### config.mk
export PLATFORM = sky130hd
export DESIGN_NAME = lane_top
export DESIGN_NICKNAME = d
export VERILOG_FILES = /design/src/rtl/lane_pkg.sv /design/src/rtl/lane_issue.sv /design/src/rtl/lane_fifo.sv /design/src/rtl/arithmetic_unit.sv /design/src/rtl/lane_top.sv
export SDC_FILE = /design/constraint.sdc
export NUM_CORES = 1
export LEC_CHECK = 0
export BUFFER_PORTS_ARGS = -buffer_cell sky130_fd_sc_hd__buf_2
export CORE_ASPECT_RATIO = 0.5
export CORE_MARGIN = 1
export CORE_UTILIZATION = 39
export CTS_CLUSTER_DIAMETER = 80
export DETAILED_ROUTE_END_ITERATION = 10
export HOLD_SLACK_MARGIN = 0.12
export SYNTH_ARGS = -nofsm -noshare
export SYNTH_HDL_FRONTEND = slang
export SYNTH_SLANG_ARGS = --single-unit
### constraint.sdc
create_clock -name CLK -period 15.55 [get_ports CLK]
set_input_delay 1.555 -clock CLK [delete_from_list [all_inputs] [get_ports CLK]]
set_output_delay 1.555 -clock CLK [all_outputs]
set_load 0.01 [all_outputs]
### src/rtl/lane_pkg.sv
package lane_pkg;

  // one element as it travels through the lane
  typedef logic [31:0] elem_t;

  // shift amount, wide enough for SEW32
  typedef logic [4:0] shamt_t;

  localparam int FIFO_DEPTH = 4;
  localparam int FIFO_AW    = $clog2(FIFO_DEPTH);

  typedef logic [FIFO_AW-1:0] fifo_ptr_t;
  // one extra bit so a full FIFO can be counted
  typedef logic [FIFO_AW:0]   fifo_cnt_t;

  typedef enum logic [1:0] {
    SEW8  = 2'd0,
    SEW16 = 2'd1,
    SEW32 = 2'd2
  } sew_e;

  // opcodes seen on the issue port
  typedef enum logic [4:0] {
    OP_ADD, OP_SUB, OP_RSUB, OP_ADC,
    OP_AND, OP_OR, OP_XOR,
    OP_SLL, OP_SRL, OP_SRA,
    OP_SEQ, OP_SNE, OP_SLT, OP_SLTU,
    OP_MIN, OP_MINU, OP_MAX, OP_MAXU,
    OP_MERGE, OP_MOVE
  } lane_op_e;

  // result classes inside the arithmetic unit
  typedef enum logic [2:0] {
    FN_ADDSUB, FN_LOGIC, FN_SHIFT, FN_COMP, FN_MINMAX, FN_MERGE, FN_MOVE
  } alu_fn_e;

  // select encodings for the two-bit sub-operation fields
  localparam logic [1:0] LOGIC_AND = 2'd0;
  localparam logic [1:0] LOGIC_OR  = 2'd1;
  localparam logic [1:0] LOGIC_XOR = 2'd2;

  localparam logic [1:0] SHIFT_SLL = 2'd0;
  localparam logic [1:0] SHIFT_SRL = 2'd1;
  localparam logic [1:0] SHIFT_SRA = 2'd2;

  localparam logic [1:0] CMP_EQ = 2'd0;
  localparam logic [1:0] CMP_NE = 2'd1;
  localparam logic [1:0] CMP_LT = 2'd2;

  typedef struct packed {
    lane_op_e op;
    sew_e     sew;
    logic     mask;
    logic     red_first;
    logic     red;
    elem_t    vs1;
    elem_t    vs2;
  } lane_req_t;

  // decoded entry as stored in the FIFO
  typedef struct packed {
    alu_fn_e    fn;
    sew_e       sew;
    logic       sub;
    logic       rev;
    logic       carry_en;
    logic [1:0] logic_sel;
    logic [1:0] shift_sel;
    logic [1:0] cmp_sel;
    logic       is_signed;
    logic       is_max;
    logic       mask;
    logic       red_first;
    logic       red;
    elem_t      vs1;
    elem_t      vs2;
  } lane_ctrl_t;

endpackage

### src/rtl/lane_issue.sv
`timescale 1ns/1ps

module lane_issue (
  input  logic                 CLK,
  input  logic                 nRST,
  input  logic                 in_req,
  input  lane_pkg::lane_req_t  in_data,
  output logic                 in_ack,
  input  logic                 full,
  output logic                 push,
  output lane_pkg::lane_ctrl_t push_data
);

  import lane_pkg::*;

  typedef enum logic {ISS_IDLE, ISS_ACK} iss_state_e;

  iss_state_e state, state_n;

  // accept only when idle and there is room, otherwise the issuer waits
  assign push   = (state == ISS_IDLE) && in_req && !full;
  assign in_ack = (state == ISS_ACK);

  always_comb begin
    state_n = state;
    case (state)
      ISS_IDLE: if (push) state_n = ISS_ACK;
      ISS_ACK:  if (!in_req) state_n = ISS_IDLE;
      default:  state_n = ISS_IDLE;
    endcase
  end

  always_ff @(posedge CLK, negedge nRST) begin
    if (!nRST) begin
      state <= ISS_IDLE;
    end else begin
      state <= state_n;
    end
  end

  // opcode decode
  always_comb begin
    push_data           = '0;
    push_data.sew       = in_data.sew;
    push_data.mask      = in_data.mask;
    push_data.red_first = in_data.red_first;
    push_data.red       = in_data.red;
    push_data.vs1       = in_data.vs1;
    push_data.vs2       = in_data.vs2;
    push_data.fn        = FN_ADDSUB;
    case (in_data.op)
      OP_ADD:  push_data.fn = FN_ADDSUB;
      OP_SUB:  push_data.sub = 1'b1;
      OP_RSUB: begin
        push_data.sub = 1'b1;
        push_data.rev = 1'b1;
      end
      OP_ADC:  push_data.carry_en = 1'b1;
      OP_AND: begin
        push_data.fn        = FN_LOGIC;
        push_data.logic_sel = LOGIC_AND;
      end
      OP_OR: begin
        push_data.fn        = FN_LOGIC;
        push_data.logic_sel = LOGIC_OR;
      end
      OP_XOR: begin
        push_data.fn        = FN_LOGIC;
        push_data.logic_sel = LOGIC_XOR;
      end
      OP_SLL: begin
        push_data.fn        = FN_SHIFT;
        push_data.shift_sel = SHIFT_SLL;
      end
      OP_SRL: begin
        push_data.fn        = FN_SHIFT;
        push_data.shift_sel = SHIFT_SRL;
      end
      OP_SRA: begin
        push_data.fn        = FN_SHIFT;
        push_data.shift_sel = SHIFT_SRA;
      end
      OP_SEQ: begin
        push_data.fn      = FN_COMP;
        push_data.cmp_sel = CMP_EQ;
      end
      OP_SNE: begin
        push_data.fn      = FN_COMP;
        push_data.cmp_sel = CMP_NE;
      end
      OP_SLT: begin
        push_data.fn        = FN_COMP;
        push_data.cmp_sel   = CMP_LT;
        push_data.is_signed = 1'b1;
      end
      OP_SLTU: begin
        push_data.fn      = FN_COMP;
        push_data.cmp_sel = CMP_LT;
      end
      OP_MIN: begin
        push_data.fn        = FN_MINMAX;
        push_data.is_signed = 1'b1;
      end
      OP_MINU: push_data.fn = FN_MINMAX;
      OP_MAX: begin
        push_data.fn        = FN_MINMAX;
        push_data.is_signed = 1'b1;
        push_data.is_max    = 1'b1;
      end
      OP_MAXU: begin
        push_data.fn     = FN_MINMAX;
        push_data.is_max = 1'b1;
      end
      OP_MERGE: push_data.fn = FN_MERGE;
      OP_MOVE:  push_data.fn = FN_MOVE;
      default:  push_data.fn = FN_ADDSUB;
    endcase
  end

endmodule

### src/rtl/lane_fifo.sv
`timescale 1ns/1ps

module lane_fifo (
  input  logic                 CLK,
  input  logic                 nRST,
  input  logic                 push,
  input  lane_pkg::lane_ctrl_t push_data,
  input  logic                 pop,
  output lane_pkg::lane_ctrl_t pop_data,
  output logic                 full,
  output logic                 empty
);

  import lane_pkg::*;

  lane_ctrl_t mem [FIFO_DEPTH];
  fifo_ptr_t  wr_ptr, rd_ptr;
  fifo_cnt_t  count;
  logic       do_push, do_pop;

  assign full    = (count == fifo_cnt_t'(FIFO_DEPTH));
  assign empty   = (count == '0);
  assign do_push = push && !full;
  assign do_pop  = pop && !empty;

  // first word falls through
  assign pop_data = mem[rd_ptr];

  always_ff @(posedge CLK) begin
    if (do_push) begin
      mem[wr_ptr] <= push_data;
    end
  end

  // pointers wrap on their own since the depth is a power of two
  always_ff @(posedge CLK, negedge nRST) begin
    if (!nRST) begin
      wr_ptr <= '0;
      rd_ptr <= '0;
      count  <= '0;
    end else begin
      if (do_push) begin
        wr_ptr <= wr_ptr + 1'b1;
      end
      if (do_pop) begin
        rd_ptr <= rd_ptr + 1'b1;
      end
      case ({do_push, do_pop})
        2'b10:   count <= count + 1'b1;
        2'b01:   count <= count - 1'b1;
        default: count <= count;
      endcase
    end
  end

endmodule

### src/rtl/arithmetic_unit.sv
`timescale 1ns/1ps

module arithmetic_unit (
  input  logic                 CLK,
  input  logic                 nRST,
  input  logic                 empty,
  input  lane_pkg::lane_ctrl_t pop_data,
  output logic                 pop,
  output logic                 out_req,
  input  logic                 out_ack,
  output lane_pkg::elem_t      out_data
);

  import lane_pkg::*;

  typedef enum logic [1:0] {AU_IDLE, AU_REQ, AU_WAIT} au_state_e;

  au_state_e state, state_n;

  elem_t  accumulator;
  elem_t  op1_raw, op1, op2;
  elem_t  lhs, rhs, addsub_res;
  elem_t  logic_res, shift_res, cmp_res, mm_res;
  elem_t  raw_res, result;
  shamt_t shamt;
  logic   sext_en, lt, carry;

  // cut a value to SEW bits, then zero or sign extend it back to 32
  function automatic elem_t sew_fit(elem_t v, sew_e sew, logic sext);
    elem_t r;
    case (sew)
      SEW8:    r = {{24{sext & v[7]}}, v[7:0]};
      SEW16:   r = {{16{sext & v[15]}}, v[15:0]};
      SEW32:   r = v;
      default: r = v;
    endcase
    return r;
  endfunction

  // operand preparation
  assign sext_en = pop_data.is_signed ||
                   (pop_data.fn == FN_SHIFT && pop_data.shift_sel == SHIFT_SRA);
  // later reduction steps take the running sum in place of vs1
  assign op1_raw = (pop_data.red && !pop_data.red_first) ? accumulator : pop_data.vs1;
  assign op1     = sew_fit(op1_raw, pop_data.sew, sext_en);
  assign op2     = sew_fit(pop_data.vs2, pop_data.sew, sext_en);

  assign shamt = (pop_data.sew == SEW8)  ? {2'b00, op1[2:0]} :
                 (pop_data.sew == SEW16) ? {1'b0, op1[3:0]} :
                 op1[4:0];

  // rev swaps the operand order of add and sub
  assign lhs        = pop_data.rev ? op1 : op2;
  assign rhs        = pop_data.rev ? op2 : op1;
  assign carry      = pop_data.carry_en & pop_data.mask;
  assign addsub_res = pop_data.sub ? lhs - rhs : lhs + rhs + {31'd0, carry};

  assign lt = pop_data.is_signed ? ($signed(op2) < $signed(op1)) : (op2 < op1);

  always_comb begin
    case (pop_data.logic_sel)
      LOGIC_AND: logic_res = op2 & op1;
      LOGIC_OR:  logic_res = op2 | op1;
      LOGIC_XOR: logic_res = op2 ^ op1;
      default:   logic_res = '0;
    endcase
  end

  // sra relies on op2 already being sign extended from SEW
  always_comb begin
    case (pop_data.shift_sel)
      SHIFT_SLL: shift_res = op2 << shamt;
      SHIFT_SRL: shift_res = op2 >> shamt;
      SHIFT_SRA: shift_res = $signed(op2) >>> shamt;
      default:   shift_res = '0;
    endcase
  end

  always_comb begin
    case (pop_data.cmp_sel)
      CMP_EQ:  cmp_res = {31'd0, op2 == op1};
      CMP_NE:  cmp_res = {31'd0, op2 != op1};
      CMP_LT:  cmp_res = {31'd0, lt};
      default: cmp_res = '0;
    endcase
  end

  always_comb begin
    if (pop_data.is_max) begin
      mm_res = lt ? op1 : op2;
    end else begin
      mm_res = lt ? op2 : op1;
    end
  end

  always_comb begin
    case (pop_data.fn)
      FN_ADDSUB: raw_res = addsub_res;
      FN_LOGIC:  raw_res = logic_res;
      FN_SHIFT:  raw_res = shift_res;
      FN_COMP:   raw_res = cmp_res;
      FN_MINMAX: raw_res = mm_res;
      FN_MERGE:  raw_res = pop_data.mask ? op1 : op2;
      FN_MOVE:   raw_res = op1;
      default:   raw_res = '0;
    endcase
  end

  // results leave zero extended from SEW
  assign result = sew_fit(raw_res, pop_data.sew, 1'b0);

  // output handshake
  assign pop     = (state == AU_IDLE) && !empty;
  assign out_req = (state == AU_REQ);

  always_comb begin
    state_n = state;
    case (state)
      AU_IDLE: if (!empty) state_n = AU_REQ;
      AU_REQ:  if (out_ack) state_n = AU_WAIT;
      AU_WAIT: if (!out_ack) state_n = AU_IDLE;
      default: state_n = AU_IDLE;
    endcase
  end

  always_ff @(posedge CLK, negedge nRST) begin
    if (!nRST) begin
      state       <= AU_IDLE;
      accumulator <= '0;
    end else begin
      state <= state_n;
      if (pop && pop_data.red) begin
        accumulator <= result;
      end
    end
  end

  always_ff @(posedge CLK) begin
    if (pop) begin
      out_data <= result;
    end
  end

endmodule

### src/rtl/lane_top.sv
`timescale 1ns/1ps

module lane_top (
  input  logic                CLK,
  input  logic                nRST,
  input  logic                in_req,
  input  lane_pkg::lane_req_t in_data,
  output logic                in_ack,
  output logic                out_req,
  input  logic                out_ack,
  output lane_pkg::elem_t     out_data
);

  import lane_pkg::*;

  logic       push, full, pop, empty;
  lane_ctrl_t push_data, pop_data;

  // decodes and queues incoming requests
  lane_issue lane_issue_i (
    .CLK       (CLK),
    .nRST      (nRST),
    .in_req    (in_req),
    .in_data   (in_data),
    .in_ack    (in_ack),
    .full      (full),
    .push      (push),
    .push_data (push_data)
  );

  lane_fifo lane_fifo_i (
    .CLK       (CLK),
    .nRST      (nRST),
    .push      (push),
    .push_data (push_data),
    .pop       (pop),
    .pop_data  (pop_data),
    .full      (full),
    .empty     (empty)
  );

  arithmetic_unit arithmetic_unit_i (
    .CLK      (CLK),
    .nRST     (nRST),
    .empty    (empty),
    .pop_data (pop_data),
    .pop      (pop),
    .out_req  (out_req),
    .out_ack  (out_ack),
    .out_data (out_data)
  );

endmodule

==> summary.txt <==
STATUS
--------------------------------------------------------------------------------------------------
Status .............................................................................. finished clean

CRITICAL PATH
--------------------------------------------------------------------------------------------------
Maximum fanout encountered on the critical timing path ..............................           46
Required time at the worst-slack endpoint ...........................................     15.85 ns
Kind of end point of the critical path ..............................................     register
Critical-path cell with the highest stage delay .....................................       a21o_1
Most common cell on crit path .......................................................        buf_4
Number of buffer and inverter stages on the critical path ...........................            5
Worst path top cell family by delay ................................................. compound AO/OA/AOI/OAI gates
Critical Path Source Type ...........................................................     register
Cells traversed along the worst timing path ......................................... buf_4, buf_4, mux4_2, nor2b_1, buf_4, a21o_1, a21o_1, nand2_1, inv_1, ha_1, or4_1, nor4b_1, nand3_1, a31oi_1, nor4b_1, a211oi_2, o21a_1, buf_4, o22ai_1, or4_1, a21oi_1, nor2_1
CP max stage delay ..................................................................      0.88 ns
Arrival time worst endpoint .........................................................     10.18 ns
Start-to-end type of the worst setup path ...........................................      reg2reg

GLOBAL ROUTE
--------------------------------------------------------------------------------------------------
Total routing resource utilization after global routing .............................        30.4%
First-pass GRT wire length ..........................................................       157 mm
Vias in the first global route ......................................................        21500
Total grt overflow ..................................................................            0
Pin count of the biggest net entering global routing ................................           66
Initial antenna violation count .....................................................            9

CTS
--------------------------------------------------------------------------------------------------
CTS sink count ......................................................................          406
Clock root cell .....................................................................    clkbuf_16
Number of buffers inserted to repair setup after CTS ................................            0
Clock transition time at the flip-flop clock pins of the worst setup and hold paths .      0.06 ns
# hold bufs at CTS ..................................................................            0
Bufs on Longest Clock Path ..........................................................            3
Worst-Skew Late Latency .............................................................      0.59 ns
Cts bufs inserted ...................................................................           42
H-Tree Depth ........................................................................            2
Resized cells post-CTS ..............................................................            0
TritonCTS clock tree ................................................................         done

HOLD PATH
--------------------------------------------------------------------------------------------------
Kind of path behind the tightest hold check .........................................      reg2reg

DIE
--------------------------------------------------------------------------------------------------
Top-Level Pins ......................................................................          112
Vertical die dimension ..............................................................       188 µm
Die Wd ..............................................................................       375 µm
Initial Utilization .................................................................        40.0%
Die Area ............................................................................   0.0707 mm²
Number of core rows .................................................................           67
Placeable Area ......................................................................   0.0679 mm²

PLACE
--------------------------------------------------------------------------------------------------
Count of input and output buffers ...................................................          111
Last weighted congestion value of the routability-driven placer .....................         1.08
Detailed Place HPWL .................................................................      80.5 mm

TIMING
--------------------------------------------------------------------------------------------------
Unrepaired setup endpoints after global routing .....................................        false
Maximum achievable frequency ........................................................      101 MHz
Pin slew with the least headroom to its limit .......................................      1.34 ns
Final Hold Fails ....................................................................            0
Final clock period utilization by the worst path ....................................        63.5%
Max-slew headroom at the worst pin ..................................................        9.26%
Clock skew after layout .............................................................    0.0353 ns
Final setup violating endpoints .....................................................            0
Setup TNS ...........................................................................         0 ns
Final Critical Period ...............................................................      9.87 ns
Final Max Tran Viols ................................................................            0

SYNTHESIS
--------------------------------------------------------------------------------------------------
Cell variety after synth ............................................................           97
Sequential cell area fraction in the yosys report ...................................        44.2%
Synth Net Count .....................................................................         2843
FF+latch count, synth ...............................................................          406
Leading area contributor after synthesis ............................................     edfxtp_1
Top-area cell type share of the netlist area ........................................        40.3%
Synth Warn # ........................................................................            0
Flip-flop cell with the highest count after synthesis ...............................     edfxtp_1
Syn_area_per_cell ...................................................................     10.3 µm²
Synthesized instance count ..........................................................         2630
Cell types occupying the most area after synthesis .................................. edfxtp_1, mux4_2, ha_1
Summed instance area of the synthesized netlist .....................................   0.0271 mm²
Number of flops mapped to enable cells by yosys .....................................          364
Fraction of synthesis flops using an asynchronous set or reset pin ..................        10.3%

ROUTING
--------------------------------------------------------------------------------------------------
Initial drt markers .................................................................         3714
Routed length per placed instance ...................................................      30.6 µm
Via count normalized by instance count ..............................................         6.56
Detailed-route wire length ..........................................................       109 mm
First drt pass iteration count ......................................................            7
Drt drc .............................................................................            0
Vias ................................................................................        23400
Detail Route Antenna Nets ...........................................................            0

FLOW RUN
--------------------------------------------------------------------------------------------------
Reported max-cap violation count ....................................................            0

CELLS AND AREA
--------------------------------------------------------------------------------------------------
Net count of the finished layout ....................................................         2853
Fillers .............................................................................         6417
Ratio of cells with drive above 1 in the final layout ...............................        14.9%
Area growth from synthesis to final layout ..........................................        9.90%

## layer usage
layer	vias up	GRT usage [%]	routed length, µm
met5	-	0	27
met4	4	7.85	3060
met3	171	9.67	14700
met2	1527	41.2	43200
met1	11800	46.0	48300
li1	9979	-	-
## synth_stat cells (all sizes together) (10+ instances only)
master    n
a211o    16
a211oi   49
a21o     25
a21oi   173
a221oi   16
a22oi    39
a31oi    29
and2     19
and3     15
buf      76
clkbuf  126
dfrtp    42
edfxtp  364
ha      132
inv     106
mux2     33
mux2i    84
mux4     83
nand2   229
nand2b   31
nand3    43
nand3b   16
nand4    10
nor2    239
nor2b    23
nor3     56
nor4     22
o211ai   48
o21a     16
o21ai   190
o21bai   16
o221ai   18
o22ai    49
o31ai    15
or2      10
or3      12
xnor2    18
xor2     16
## layout make-up
cell class,instances,area (µm²),area share [%]
timing repair buffer,168,983,3.30
clock inverter,20,209,0.701
multi-input combinational,1915,14000,46.8
inverter,107,402,1.35
antenna,3,7.51,0.0252
tap,897,1120,3.76
clock buffer,57,1140,3.82
sequential,406,12000,40.2
## state kept, by name, indices dropped and copies added (netlist names)
name and flops:
lane_issue_i.in_ack 1, lane_fifo_i.mem 332, lane_fifo_i.count 3, lane_fifo_i.wr_ptr 2
arithmetic_unit_i.state 2, arithmetic_unit_i.out_data 32, arithmetic_unit_i.accumulator 32, lane_fifo_i.rd_ptr 2
## path summary, 6_finish.rpt
| kind | start | to | slack [ns] | cells past startpoint |
|---|---|---|---|---|
| min reg2reg | arithmetic_unit_i.accumulator[31]$_DFFE_PN0P_ | arithmetic_unit_i.accumulator[31]$_DFFE_PN0P_ | 0.49 | 2 |
| min | arithmetic_unit_i.accumulator[31]$_DFFE_PN0P_ | arithmetic_unit_i.accumulator[31]$_DFFE_PN0P_ | 0.49 | 2 |
| max in group asynchronous | nRST | lane_fifo_i.rd_ptr[1]$_DFFE_PN0P_ | 13.85 | 2 |
| max reg2reg | lane_fifo_i.rd_ptr[0]$_DFFE_PN0P_ | arithmetic_unit_i.out_data[20]$_DFFE_PP_ | 5.68 | 22 |
| max | lane_fifo_i.rd_ptr[0]$_DFFE_PN0P_ | arithmetic_unit_i.out_data[20]$_DFFE_PP_ | 5.68 | 22 |
| min in group asynchronous | nRST | arithmetic_unit_i.accumulator[25]$_DFFE_PN0P_ | 1.11 | 2 |
## worst register-to-register path, cell delays in order (launching register included)
cell      delay (ns)
dfrtp_4         0.52
buf_4           0.75
buf_4           0.72
mux4_2          0.72
nor2b_1         0.15
buf_4           0.30
a21o_1          0.23
a21o_1          0.88
nand2_1         0.34
inv_1           0.20
ha_1            0.38
or4_1           0.59
nor4b_1         0.52
nand3_1         0.25
a31oi_1         0.42
nor4b_1         0.14
a211oi_2        0.68
o21a_1          0.19
buf_4           0.38
o22ai_1         0.18
or4_1           0.52
a21oi_1         0.47
nor2_1          0.09
## kinds of logic (layout without fill, tap and decap cells)
family	Yosys count	count (layout)	share of synthesized area, %
buffers and inverters	309	352	4.64
flip-flops	406	406	44.2
adder cells (fa/ha/maj)	135	135	6.31
other	0	3	0
XOR/XNOR	34	34	1.10
AND/OR/NAND/NOR	759	759	13.2
multiplexers	200	200	11.4
AO/OA/AOI/OAI	787	787	19.2
## placed cells by master (no fill, tap or decap), types with 16 or more instances in the layout
cell       instances
o21bai_1          16
a31oi_1           29
nor3_1            54
nand2b_1          31
nor2_1           237
nand2_1          228
a211oi_1          46
a211o_1           16
o21a_1            16
a21oi_1          171
o21ai_0          176
buf_4             57
ha_1             132
clkbuf_16         42
nand3_1           43
o211ai_1          43
nor4_1            21
inv_1            101
mux2_2            33
mux4_2            83
buf_2            111
o22ai_1           47
xor2_1            16
a21o_1            25
edfxtp_1         364
mux2i_1           82
a22oi_1           39
o221ai_1          18
xnor2_1           18
nand3b_1          16
dfrtp_1           40
nor2b_1           22
## through the flow
step                hold WS, ns  setup WS, ns  instance area, µm²  utilization (%)  instances
finish                    0.489          5.68               29800             43.9       3573
global route              0.517          5.11               29800             43.9       3570
CTS                       0.493          5.80               29800             43.9       3570
detailed placement        0.479          5.85               28500             41.9       3493
global placement          0.483          5.89               28500             41.9       3493
floorplan                 0.443          9.47               27100                -       2630
Power is not shown: default switching activity piles up to over one toggle a cycle in this logic, so the estimate is an artifact.
